### src/source/xbar_cfg_pkg.sv
/* TCDM crossbar configuration
   Word and address widths, plus the constants behind bank interleaving */
package xbar_cfg_pkg;

    ////////////////////////////////
    // Master side widths
    ////////////////////////////////
    localparam int unsigned ADDR_WIDTH = 32;            // Byte address from the masters
    localparam int unsigned DATA_WIDTH = 32;            // One memory word
    localparam int unsigned BE_WIDTH   = DATA_WIDTH/8;  // One enable per byte lane

    // Low address bits that pick a byte inside a word
    localparam int unsigned BYTE_OFFSET = 2;

    ////////////////////////////////
    // Bank side widths
    ////////////////////////////////
    localparam int unsigned BANK_ADDR_WIDTH = 12;       // Word address inside one bank

    typedef logic [ADDR_WIDTH-1:0]      addr_t;
    typedef logic [DATA_WIDTH-1:0]      data_t;
    typedef logic [BE_WIDTH-1:0]        be_t;
    typedef logic [BANK_ADDR_WIDTH-1:0] bank_addr_t;

endpackage
### src/source/xbar_types_pkg.sv
/* TCDM crossbar payload types
   Request bundles seen by the masters and by the memory banks */
package xbar_types_pkg;

    import xbar_cfg_pkg::*;

    // Master request, full byte address
    // The one-hot ID travels beside it so N_MASTER stays free
    typedef struct packed
    {
        addr_t addr;    // Byte address, bank bits included
        logic  wen;     // 1 load, 0 store
        data_t wdata;   // Store data
        be_t   be;      // Byte enables
    } mst_req_t;

    ////////////////////////////////
    // Bank request, after decode
    ////////////////////////////////
    typedef struct packed
    {
        bank_addr_t addr;   // Word address local to the bank
        logic       wen;    // 1 load, 0 store
        data_t      wdata;  // Store data
        be_t        be;     // Byte enables
    } bank_req_t;

    // Bank select bits and byte offset are stripped here,
    // the bank index is implied by which bank port is driven

endpackage

### src/source/tcdm_xbar.sv
/* TCDM crossbar top
   Master ports and per-bank arbiters, joined by request/grant transposes */
`timescale 1ns/1ps

module tcdm_xbar
    import xbar_cfg_pkg::*, xbar_types_pkg::*;
#(
    parameter int unsigned N_MASTER = 4,
    parameter int unsigned N_BANK   = 4    // Power of two
)
(
    input  logic                               clk,
    input  logic                               rst_n_i,

    // Master side
    input  logic [N_MASTER-1:0]                req_i,
    input  mst_req_t [N_MASTER-1:0]            mst_req_i,
    output logic [N_MASTER-1:0]                gnt_o,
    output logic [N_MASTER-1:0]                r_valid_o,
    output data_t [N_MASTER-1:0]               r_rdata_o,

    // Bank side, word interleaved
    output logic [N_BANK-1:0]                  bank_req_o,
    output bank_req_t [N_BANK-1:0]             bank_payload_o,
    output logic [N_BANK-1:0][N_MASTER-1:0]    bank_id_o,
    input  logic [N_BANK-1:0]                  bank_gnt_i,
    input  logic [N_BANK-1:0]                  bank_r_valid_i,
    input  data_t [N_BANK-1:0]                 bank_r_rdata_i,
    input  logic [N_BANK-1:0][N_MASTER-1:0]    bank_r_id_i       // Echoed request ID
);

    // Master view, indexed [master][bank]
    logic [N_MASTER-1:0][N_BANK-1:0] mst_bank_req;
    logic [N_MASTER-1:0][N_BANK-1:0] mst_bank_gnt;
    logic [N_MASTER-1:0][N_BANK-1:0] mst_rsp_valid;
    bank_req_t [N_MASTER-1:0]        mst_payload;   // Decoded payload per master

    // Bank view, indexed [bank][master]
    logic [N_BANK-1:0][N_MASTER-1:0] arb_req;
    logic [N_BANK-1:0][N_MASTER-1:0] arb_gnt;

    ////////////////////////////////
    // Matrix transposes
    ////////////////////////////////
    for (genvar m = 0; m < N_MASTER; m++)
    begin : g_xpose_m
        for (genvar b = 0; b < N_BANK; b++)
        begin : g_xpose_b
            assign arb_req[b][m]       = mst_bank_req[m][b];
            assign mst_bank_gnt[m][b]  = arb_gnt[b][m];
            // ID bit m of bank b marks a response for master m
            assign mst_rsp_valid[m][b] = bank_r_valid_i[b] & bank_r_id_i[b][m];
        end
    end

    ////////////////////////////////
    // Master ports
    ////////////////////////////////
    for (genvar m = 0; m < N_MASTER; m++)
    begin : g_mst
        master_port #(
            .N_BANK         ( N_BANK             )
        ) master_port_i (
            .req_i          ( req_i[m]           ),
            .mst_req_i      ( mst_req_i[m]       ),
            .gnt_o          ( gnt_o[m]           ),
            .r_valid_o      ( r_valid_o[m]       ),
            .r_rdata_o      ( r_rdata_o[m]       ),
            .bank_req_o     ( mst_bank_req[m]    ),
            .bank_payload_o ( mst_payload[m]     ),
            .bank_gnt_i     ( mst_bank_gnt[m]    ),
            .rsp_valid_i    ( mst_rsp_valid[m]   ),
            .rsp_rdata_i    ( bank_r_rdata_i     )   // Every bank, filtered by valid
        );
    end

    // One arbiter per bank, each sees all payloads
    for (genvar b = 0; b < N_BANK; b++)
    begin : g_bank
        bank_arbiter #(
            .N_MASTER       ( N_MASTER           )
        ) bank_arbiter_i (
            .clk            ( clk                ),
            .rst_n_i        ( rst_n_i            ),
            .req_i          ( arb_req[b]         ),
            .payload_i      ( mst_payload        ),
            .gnt_o          ( arb_gnt[b]         ),
            .bank_req_o     ( bank_req_o[b]      ),
            .bank_payload_o ( bank_payload_o[b]  ),
            .bank_id_o      ( bank_id_o[b]       ),
            .bank_gnt_i     ( bank_gnt_i[b]      )
        );
    end

endmodule

### src/source/bank_arbiter.sv
/* Round-robin arbiter in front of one memory bank
   Forwards the winning request with its one-hot master ID */
`timescale 1ns/1ps

module bank_arbiter
    import xbar_types_pkg::*;
#(
    parameter int unsigned N_MASTER = 4
)
(
    input  logic                       clk,
    input  logic                       rst_n_i,        // Sync, active low

    // From the master ports
    input  logic [N_MASTER-1:0]        req_i,
    input  bank_req_t [N_MASTER-1:0]   payload_i,
    output logic [N_MASTER-1:0]        gnt_o,

    // Bank side
    output logic                       bank_req_o,
    output bank_req_t                  bank_payload_o,
    output logic [N_MASTER-1:0]        bank_id_o,      // One-hot winner
    input  logic                       bank_gnt_i
);

    localparam int unsigned PTR_W = (N_MASTER > 1) ? $clog2(N_MASTER) : 1;

    logic [PTR_W-1:0] ptr_q;       // Highest priority master this cycle
    logic [PTR_W-1:0] win_idx;     // Selected master
    logic             win_found;

    ////////////////////////////////
    // Winner search
    ////////////////////////////////
    always_comb
    begin
        int unsigned cand;

        win_found = 1'b0;
        win_idx   = ptr_q;
        cand      = 0;
        // Scan from the pointer upward, wrap to master 0
        for (int unsigned k = 0; k < N_MASTER; k++)
        begin
            cand = int'(ptr_q) + k;
            if (cand >= N_MASTER)
            begin
                cand = cand - N_MASTER;
            end
            if (!win_found && req_i[cand])
            begin
                win_found = 1'b1;
                win_idx   = PTR_W'(cand);
            end
        end
    end

    // Request seen by the bank, stays up under back-pressure
    assign bank_req_o     = win_found;
    assign bank_payload_o = payload_i[win_idx];

    always_comb
    begin
        bank_id_o = '0;
        if (win_found)
        begin
            bank_id_o[win_idx] = 1'b1;
        end
    end

    assign gnt_o = bank_id_o & {N_MASTER{bank_gnt_i}};   // Winner only, and only if accepted

    ////////////////////////////////
    // Priority pointer
    ////////////////////////////////
    always_ff @(posedge clk)
    begin
        if (!rst_n_i)
        begin
            ptr_q <= '0;                                 // Master 0 first after reset
        end
        else if (win_found && bank_gnt_i)
        begin
            // Winner drops to lowest priority
            if (win_idx == PTR_W'(N_MASTER-1))
                ptr_q <= '0;
            else
                ptr_q <= win_idx + 1'b1;
        end
    end

endmodule

### src/source/master_port.sv
/* Master port of the TCDM crossbar
   Decodes the target bank, merges bank grants and picks the response */
`timescale 1ns/1ps

module master_port
    import xbar_cfg_pkg::*, xbar_types_pkg::*;
#(
    parameter int unsigned N_BANK = 4      // Power of two
)
(
    // Master side
    input  logic                   req_i,          // Held until granted
    input  mst_req_t               mst_req_i,
    output logic                   gnt_o,
    output logic                   r_valid_o,
    output data_t                  r_rdata_o,

    // Toward the bank arbiters
    output logic [N_BANK-1:0]      bank_req_o,     // One-hot on the decoded bank
    output bank_req_t              bank_payload_o,
    input  logic [N_BANK-1:0]      bank_gnt_i,

    // Response path, already filtered by ID
    input  logic [N_BANK-1:0]      rsp_valid_i,
    input  data_t [N_BANK-1:0]     rsp_rdata_i
);

    localparam int unsigned SEL_BITS = $clog2(N_BANK);
    localparam int unsigned IDX_W    = (SEL_BITS > 0) ? SEL_BITS : 1;

    logic [IDX_W-1:0] bank_idx;    // Decoded target bank

    ////////////////////////////////
    // Address decode
    ////////////////////////////////
    if (SEL_BITS == 0)
    begin : g_one_bank
        assign bank_idx = '0;      // Single bank, nothing to route
    end
    else
    begin : g_many_banks
        // Word interleaving, bank bits sit right above the byte offset
        assign bank_idx = mst_req_i.addr[BYTE_OFFSET +: SEL_BITS];
    end

    // Local word address lives above the bank bits
    assign bank_payload_o.addr  = mst_req_i.addr[BYTE_OFFSET + SEL_BITS +: BANK_ADDR_WIDTH];
    assign bank_payload_o.wen   = mst_req_i.wen;
    assign bank_payload_o.wdata = mst_req_i.wdata;
    assign bank_payload_o.be    = mst_req_i.be;

    always_comb
    begin
        for (int unsigned b = 0; b < N_BANK; b++)
        begin
            bank_req_o[b] = req_i && (bank_idx == IDX_W'(b));   // Only the decoded bank
        end
    end

    // Only the addressed arbiter can grant us
    assign gnt_o = |bank_gnt_i;

    ////////////////////////////////
    // Response select
    ////////////////////////////////
    assign r_valid_o = |rsp_valid_i;

    always_comb
    begin
        r_rdata_o = '0;
        // At most one bank answers a given master per cycle
        for (int unsigned b = 0; b < N_BANK; b++)
        begin
            if (rsp_valid_i[b])
            begin
                r_rdata_o = rsp_rdata_i[b];
            end
        end
    end

endmodule

### config.mk
export PLATFORM = sky130hd
export DESIGN_NAME = tcdm_xbar
export DESIGN_NICKNAME = d
export VERILOG_FILES = /design/src/source/xbar_cfg_pkg.sv /design/src/source/xbar_types_pkg.sv /design/src/source/tcdm_xbar.sv /design/src/source/bank_arbiter.sv /design/src/source/master_port.sv
export SDC_FILE = /design/constraint.sdc
export NUM_CORES = 1
export LEC_CHECK = 0
export BUFFER_PORTS_ARGS = -buffer_cell sky130_fd_sc_hd__buf_2
export CORE_AREA = 5 5 304 306
export DETAILED_ROUTE_END_ITERATION = 8
export DIE_AREA = 0 0 309 311
export GPL_TIMING_DRIVEN = 0
export PLACE_DENSITY = 0.36
export SYNTH_ARGS = -nofsm -noshare
export SYNTH_HDL_FRONTEND = slang
export SYNTH_SLANG_ARGS = --single-unit
### constraint.sdc
create_clock -name clk -period 2.4 [get_ports clk]
set_input_delay 0 -clock clk [delete_from_list [all_inputs] [get_ports clk]]
set_output_delay 0 -clock clk [all_outputs]
set_load 0.005 [all_outputs]
[Word-level counts from Yosys, hierarchy flattened]
Cells that the tools add are included.
Word-level totals
  bits in registers: 8
  input bits: 434
  output and inout bits: 352
  logic and storage cells: 292
Operators by class
  add/subtract/negate cells: 32
  magnitude comparators: 40
  equal/unequal tests: 16
  muxes and demuxes: 120
  bitwise logic cells: 20
  reduce and logical (&&, ||, !) cells: 60
Operator list (count)
  32-bit two-way mux: 32
  32-bit by 3-bit < comparator with 1-bit output (second input constant): 16
  49-bit binary-select mux with 2-bit select: 4
  32-bit by 3-bit greater-or-equal comparator with 1-bit output (second input constant): 12
  32-bit by 3-bit subtractor with 32-bit output (second input constant): 12
  49-bit two-way mux: 4
  2-bit two-way mux: 20
  1-bit logical AND: 36
  1-bit two-way mux: 36
  1-bit binary-select mux with 2-bit select: 16
  4-bit OR reduction: 8
  2-bit by 2-bit adder with 3-bit output (second input constant): 8
  2-bit == test (second input constant): 12
  1-bit bitwise AND: 16
  4-bit bitwise AND: 4
  4-bit two-way mux: 4
  2-bit by 3-bit subtractor with 4-bit output (second input constant): 4
  2-bit by 1-bit adder with 3-bit output (second input constant): 4
  2-bit by 3-bit greater-or-equal comparator with 1-bit output (second input constant): 4
  1-bit zero test: 12
  2-bit by 3-bit < comparator with 1-bit output (second input constant): 4
  2-bit by 1-bit adder with 2-bit output (second input constant): 4
  1-bit demux with 2-bit select: 4
  2-bit by 1-bit == test with 1-bit output (second input constant): 4
  other kinds (2): 8

[Logic depth before layout (Yosys ltp)]
Gate-level depths: netlist of run 1.
  word-level depth: 21
  depth in mapped cells: 12

[Cells and area by module]
A second synthesis of run 1 with hierarchy kept.
Second synthesis, totals
  cells, all modules: 1975
  area, all modules: 11468.5 um2
Modules (own cells, without submodules)
  bank_arbiter at g_bank[0].bank_arbiter_i ...: instances 3, cells each 315, area an instance 1655.3 um2
  master_port: instances 4, cells each 175, area an instance 1162.4 um2
  bank_arbiter at g_bank[3].bank_arbiter_i: instances 1, cells each 314, area an instance 1752.9 um2
  tcdm_xbar: instances 1, cells each 16, area an instance 100.1 um2

[Least setup slack after synthesis of run 1]
No wires, ideal clock.
  path type: reg-to-output
  from: register g_bank[1].bank_arbiter_i.ptr_q[1]
  to: output gnt_o[0]
  arrival time: 2.400 ns
  data required time: 2.400 ns
  slack: 0.000 ns
  stages on the path, launching flop included: 11
  cells stage by stage: dfxtp_1 > and4b_1 > o22ai_1 > a222oi_1 > clkbuf_1 > buf_1 > inv_1 > ha_1 > a222oi_1 > o21ai_0 > buf_4
On the way
  cells in the longest elaborated chain, start to end: 21
Ends and longest elaborated chain
  from (decl): RTL line bank_arbiter.sv:28  | logic [PTR_W-1:0] ptr_q;
  from (signal assigned): RTL line bank_arbiter.sv:88  | ptr_q <= win_idx + 1'b1;
  branches (longest 18 deep; another with 32-bit by 3-bit subtractor with 32-bit output)
  4-bit two-way mux *: RTL line bank_arbiter.sv:65  | if (win_found)
  4-bit bitwise AND *: RTL line bank_arbiter.sv:71  | assign gnt_o = bank_id_o & {N_MASTER{bank_gnt_i}};
  4-bit OR reduction *: RTL line master_port.sv:61  | assign gnt_o = |bank_gnt_i;
  to (decl): RTL line tcdm_xbar.sv:18  | output logic [N_MASTER-1:0] gnt_o,
Mark *: on every way between the ends. The select of a mux whose other input is x is not followed.

==> flow_summary.toml, run 1 <==
[hold_path]
min_path_cells = 2
min_from = "rst_n_i"
hp-class = "in -> reg"
hold_end = "g_bank[2].bank_arbiter_i.ptr_q[0]"

[route]
vias = 15312
wire_per_inst_microns = 28.22
drtIter0Drc = 1498
ant_nets = 0
routed_wl_mm = 89.77
vias_per_cell = 4.814
dr.pass1.iters = 5
drc_errors = 0

[floorplanning]
coreArea_sq_mm = 0.08932
die_h_microns = 311
rows = 110
start_util_pct = 11.53
fp.dieW_microns = 309
io_pins = 786
dieArea_sq_mm = 0.09610

[clock_network]
cts_made_buffers = 3
htree_levels = 1
clk-insertion-delay-late_ns = 0.23
cts_tree = "built"
root_buffer = "clkbuf_16"
cts.sinks = 8
cts.path.max_buffers = 2
path_clk_slew_ns = 0.04

[yosys]
syn_nets = 1685
synth_top_family_by_area = "multiplexers"
ys_ff_latch = 8
synth_compound_area_share_pct = 27.98
synth_edf_count = 0
synthSimpleGateAreaFrac_pct = 11.09
synth.avg_cell_area_sq_um = 8.299
async_flop_share_pct = 0
yosysWarningCount = 0
synthDistinctLibCells = 54
synth_area_sq_mm = 0.01030
synthCells = 1241
synth-seq-area-share_pct = 1.555
synthAdderAreaFrac_pct = 1.215
synthXorXnorAreaFrac_pct = 0
synth_mux_area_share_pct = 50.30
ys.flop_type = "dfxtp_1"

[global_route]
grt_max_degree = 12
antenna_found_initial = 35
overflow = 0
grt_pass1_vias = 15225
grt_pass1_wl_mm = 122.5
grtUsageTotal_pct = 17.19

[power]
p_int_mw = 2.952
clkPwrFrac_pct = 4.7
switching_power_mw = 3.334
p_leak_nw = 7.057
switching_share_pct = 53.04
irDropWorstVdd_mv = 0.1631
power_frac_comb_pct = 92.8
total_power_mw = 6.286
pwr-share-seq_pct = 2.6
power.density_mw_per_mm2 = 384.6

[placement]
dp_hpwl_mm = 74.44
place_inst = 3130
io_buffers = 713
place_ws_ns = -0.9926
gp_congestion = 0.9378
place_area_sq_mm = 0.01534

[finish]
reg_top3 = "g_bank.bank_arbiter_i.ptr_q: 8 flops"
largest_register_ffs = 8
utilization_pct = 18.30
fillers = 10279
area_delta_synth_final_pct = 58.69
regArea_sq_um = 168.9
nets = 2426
multi_input_area_sq_mm = 0.009519
design_area_sq_mm = 0.01634
regMostFlops = "g_bank.bank_arbiter_i.ptr_q"
final_layout_size_suffix_gt1_share_pct = 48.48
fin_cells = 3181

[worst_setup_path]
worstPathArrival_ns = 2.47
crit_required_ns = 2.40
path_class = "reg -> out"
rr_worst_depth = 9
cp-end-kind = "output port"
crit_path_start_kind = "flip-flop"
reg2reg_from = "g_bank[1].bank_arbiter_i.ptr_q[1]"
path_max_fanout = 5
reg2reg_slack_ns = 0.33
reg2reg_to = "g_bank[1].bank_arbiter_i.ptr_q[1]"

[timing]
rsz0062_at_grt = "true"
clock_skew_ns = 0.00006856
setup_ws_ns = -0.06800
slew_headroom_pct = 49.55
finalSetupViolCount = 29
finalSetupTns_ns = -0.6357
drv_slew = 0
tightest_slew_ns = 0.7568
fin_hold_ws_ns = 0.1182
hold_viol_final = 0
fin_crit_ns = 2.468
clock.fmax_mhz = 405.2
period_share_pct = 102.8

[status]
outcome = "complete, but fails checks"
violations = "setup timing"

[run]
drv_cap = 0
## placed cells by master, fill, tap and decap left out, drive strengths merged, types with 4 or more instances in the layout
| cell | netlist | final |
|---|---|---|
| a221o | 128 | 128 |
| and2 | 22 | 22 |
| or4b | 4 | 4 |
| and3b | 4 | 4 |
| mux2i | 297 | 297 |
| inv | 13 | 12 |
| nor3 | 4 | 4 |
| ha | 10 | 10 |
| nand3b | 8 | 8 |
| nand3 | 7 | 7 |
| dfxtp | 8 | 8 |
| and3 | 5 | 5 |
| mux4 | 98 | 98 |
| a222oi | 4 | 4 |
| nand2 | 142 | 142 |
| nor2b | 8 | 8 |
| nor2 | 10 | 10 |
| o21ai | 262 | 262 |
| diode | 0 | 25 |
| a21oi | 7 | 7 |
| clkbuf | 104 | 108 |
| o22ai | 8 | 8 |
| buf | 51 | 786 |
## Yosys cell counts (3+ instances only)
master	number	area [sq um]
or4b_2	4	40.04
nor2_1	10	37.54
mux4_2	98	2207
inv_1	11	41.29
buf_2	28	140.1
mux2i_1	297	2973
o22ai_1	8	50.05
nor3_1	4	20.02
clkbuf_1	104	390.4
nand3_1	7	35.03
nor2b_1	8	50.05
a222oi_1	4	40.04
or3b_1	3	26.28
and3b_1	3	26.28
a21oi_1	7	35.03
a22oi_1	3	22.52
buf_4	12	90.09
nand3b_1	8	60.06
ha_1	10	125.1
a221o_1	128	1281
buf_1	6	22.52
and2_1	21	131.4
o21ai_0	262	1311
and3_1	4	25.02
buf_12	5	100.1
dfxtp_1	8	160.2
nand2_1	142	533.0
## repair_timing
action | in CTS | in global routing
gates cloned | 0 | 1
resized for setup | 122 | 88
setup buffers | 22 | 7
pin swaps | 9 | 10
hold buffers | 0 | 0
endpoints found under the setup margin | 228 | 92
## worst max-delay path by stage
stage / from / endpoint / slack (ns) / cells after the start
3_3_place_gp: req_i[2] / gnt_o[0] / -1.0 / 12
4_1_cts: g_bank[2].bank_arbiter_i.ptr_q[0] / gnt_o[2] / -0.17 / 12
3_5_place_dp: req_i[2] / gnt_o[0] / -0.99 / 12
2_1_floorplan: g_bank[0].bank_arbiter_i.ptr_q[1] / gnt_o[2] / 0.09 / 10
5_1_grt: g_bank[0].bank_arbiter_i.ptr_q[1] / gnt_o[2] / -0.17 / 11
6_report: g_bank[0].bank_arbiter_i.ptr_q[1] / bank_payload_o[21] / -0.07 / 9
## power groups by stage
stage / clock (mW) / combinational, mW / sequential (mW)
after floorplan: 0 / 2.61 / 0.159
after global placement: 0 / 5.41 / 0.164
after detailed placement: 0 / 5.36 / 0.164
after CTS: 0.297 / 5.60 / 0.162
after global routing: 0.309 / 6.10 / 0.166
final: 0.292 / 5.83 / 0.163
## cell families after synthesis
family,Yosys count
buffers and inverters,169
AO/OA/AOI/OAI,428
AND/OR/NAND/NOR,231
multiplexers,395
adder cells (fa/ha/maj),10
flip-flops,8
## final cells by class
type	instances	share of cell area (%)
repair buffers	743	24.21
flip-flops and latches	8	1.034
well taps	1176	9.003
diodes	25	0.3828
multi-input cells	1064	58.25
plain buffers	148	6.186
clock buffers	3	0.4593
inverters	14	0.4823
## critical path, stage by stage, from the launching register on
cell	delay [ns]
dfxtp_4	0.35
and4bb_2	0.23
o22ai_2	0.06
a222oi_1	0.34
buf_4	0.22
clkinv_8	0.07
buf_6	0.15
buf_12	0.15
mux4_2	0.49
buf_2	0.16
## layer usage
metal / vias up / part of all wire, % / track usage [%]
li1: 6487 / - / -
met1: 7723 / 40 / 21.43
met2: 944 / 48 / 29.58
met3: 140 / 9.3 / 4.778
met4: 18 / 2.7 / 3.661
met5: - / 0.24 / 0
Power figures use the tool's default switching activity.
==> run 2, diff against run 1 <==
- BUFFER_PORTS_ARGS: -buffer_cell sky130_fd_sc_hd__buf_2 -> -buffer_cell sky130_fd_sc_hd__buf_4
==> run 2 against run 1 <==
The flow still finishes with violations (setup timing); power up 16%; combinational power increased by 17%; worst hold slack got worse by 0.056 ns; first-iteration DRC count rose by 16%; worst setup slack got worse by 0.074 ns; largest cell class unchanged; largest power group unchanged.
==> flow_summary.toml, run 2 (same netlist as run 1, synthesis figures left out) <==
[status]
outcome = "complete, but fails checks"
violations = "setup timing"

[timing]
rsz0062_at_grt = "true"
finalSetupViolCount = 45
hold_viol_final = 0
fin_hold_ws_ns = 0.06204
period_share_pct = 105.9
clock_skew_ns = 0.006204
clock.fmax_mhz = 393.4
fin_crit_ns = 2.542
setup_ws_ns = -0.1422
slew_headroom_pct = 43.96
drv_slew = 0
tightest_slew_ns = 0.8405

[worst_setup_path]
path_cells = "and4bb_2 > o22ai_2 > a222oi_1 > buf_4 > clkinv_8 > buf_16 > buf_12 > mux4_2 > buf_4"
crit_slowest_cell = "mux4_2"
crit_required_ns = 2.40
cp_common_cell = "buf_4"
path_max_fanout = 10
reg2reg_slack_ns = 0.40
worstPathArrival_ns = 2.54
path_class = "reg -> out"
reg2reg_from = "g_bank[2].bank_arbiter_i.ptr_q[1]"
crit_path_start_kind = "flip-flop"
rr_worst_depth = 8
cp-end-kind = "output port"
reg2reg_to = "g_bank[2].bank_arbiter_i.ptr_q[1]"
critPathMaxStageDelay_ns = 0.45

[finish]
fillers = 9996
most-common-layout-cells = "buf_4 (736), mux2i_1 (294), o21ai_0 (256)"
utilization_pct = 20.55
area_delta_synth_final_pct = 78.24
final_common_cell = "buf_4"
nets = 2446
reg_top3 = "g_bank.bank_arbiter_i.ptr_q: 8 flops"
fin_cells = 3187
final_layout_size_suffix_gt1_share_pct = 48.40
largest_register_ffs = 8
regMostFlops = "g_bank.bank_arbiter_i.ptr_q"

[route]
vias_per_cell = 4.848
routed_wl_mm = 99.15
wire_per_inst_microns = 31.11
routed-wl-met3_mm = 8.647
dr.pass1.iters = 6
ant_nets = 0
drc_errors = 0
vias = 15450
drtIter0Drc = 1737
wl_met2_mm = 48.70
top_layer = "met5"
m1WireLength_mm = 39.26

[placement]
dp_hpwl_mm = 80.59
gp_congestion = 0.9441
io_buffers = 713
place_inst = 3130

[hold_path]
min_from = "rst_n_i"
hp-class = "in -> reg"
min_path_cells = 2
hold_end = "g_bank[2].bank_arbiter_i.ptr_q[0]"

[floorplanning]
fp.dieW_microns = 309
io_pins = 786
dieArea_sq_mm = 0.09610
start_util_pct = 11.53
coreArea_sq_mm = 0.08932
rows = 110
die_h_microns = 311

[clock_network]
clk-insertion-delay-late_ns = 0.24
path_clk_slew_ns = 0.04
cts.path.max_buffers = 2
cts_made_buffers = 3
cts_tree = "built"
htree_levels = 1
root_buffer = "clkbuf_16"
cts_hold_buf = 0
cts.sinks = 8

[power]
p_leak_nw = 7.791
total_power_mw = 7.301
power.density_mw_per_mm2 = 397.7
irDropWorstVdd_mv = 0.1736

[global_route]
grt_max_degree = 17
overflow = 0
grtUsageTotal_pct = 18.87
grt_pass1_wl_mm = 132.5
antenna_found_initial = 13
grt_pass1_vias = 15568

[run]
drv_cap = 0
-- run 2: cell count changes in the layout (fill, tap and decap cells not counted), moves of 3 or more --
cell | previous run | this run
buf_6 | 22 | 40
buf_2 | 700 | 5
clkbuf_16 | 4 | 11
buf_4 | 42 | 736
buf_16 | 0 | 5
clkbuf_4 | 10 | 2
diode_2 | 25 | 11
mux2i_1 | 291 | 294
-- run 2: worst max-delay path, delay by kind of cell, from the launching register on --
kind	cells	cell delay (ns)
buf+inv	5	0.80
mux	1	0.45
compound gates	2	0.43
flops	1	0.36
simple gates	1	0.23
-- run 2: worst max-delay path by stage --
stage	depth (start not counted)	end	from	slack [ns]
global placement	14	gnt_o[2]	mst_req_i[39]	-1.0
finish	9	bank_payload_o[32]	g_bank[0].bank_arbiter_i.ptr_q[1]	-0.14
global route	9	bank_payload_o[32]	g_bank[0].bank_arbiter_i.ptr_q[1]	-0.20
detailed placement	12	gnt_o[0]	mst_req_i[177]	-1.04
floorplan	10	gnt_o[2]	g_bank[0].bank_arbiter_i.ptr_q[1]	0.09
CTS	13	gnt_o[2]	mst_req_i[39]	-0.18
-- run 2: area by class of cell --
cell class,count,area [sq um],area share [%]
diodes,11,27.53,0.1500
repair buffers,764,6037,32.89
well taps,1176,1471,8.016
flip-flops and latches,8,173.9,0.9474
inverters,14,75.07,0.4090
multi-input cells,1064,9425,51.35
clock buffers,3,75.07,0.4090
plain buffers,147,1071,5.835
-- run 2: report_power, final --
part	total [mW]	leakage, nW	switching, mW	internal [mW]
Clock	0.289	0.0370	0.0731	0.216
Sequential	0.160	0.0686	0.0143	0.146
Combinational	6.85	7.69	3.51	3.35
-- run 2: what timing repair did --
| action | 4_1_cts | 5_1_grt |
|---|---|---|
| gates cloned | 0 | 7 |
| pin swaps | 12 | 8 |
| resized for setup | 138 | 79 |
| endpoints found under the setup margin | 229 | 121 |
| buffers inserted | 25 | 19 |
-- run 2: layer usage --
| layer | vias to the layer above | track usage (%) |
|---|---|---|
| met1 | 7885 | 23.48 |
| met2 | 938 | 32.96 |
| li1 | 6500 | - |
| met5 | - | 0 |
| met3 | 119 | 4.758 |
| met4 | 8 | 3.937 |
-- run 2: stage by stage --
step | TNS (ns) | setup WS, ns | cell area (sq um)
final | -4.759 | -0.1422 | 18360
after global routing | -7.601 | -0.1951 | 18350
after CTS | -1.832 | -0.1796 | 17720
after detailed placement | -96.92 | -1.036 | 17120
after global placement | -96.75 | -0.9951 | 17120
after floorplan | 0 | 0.08864 | 10300
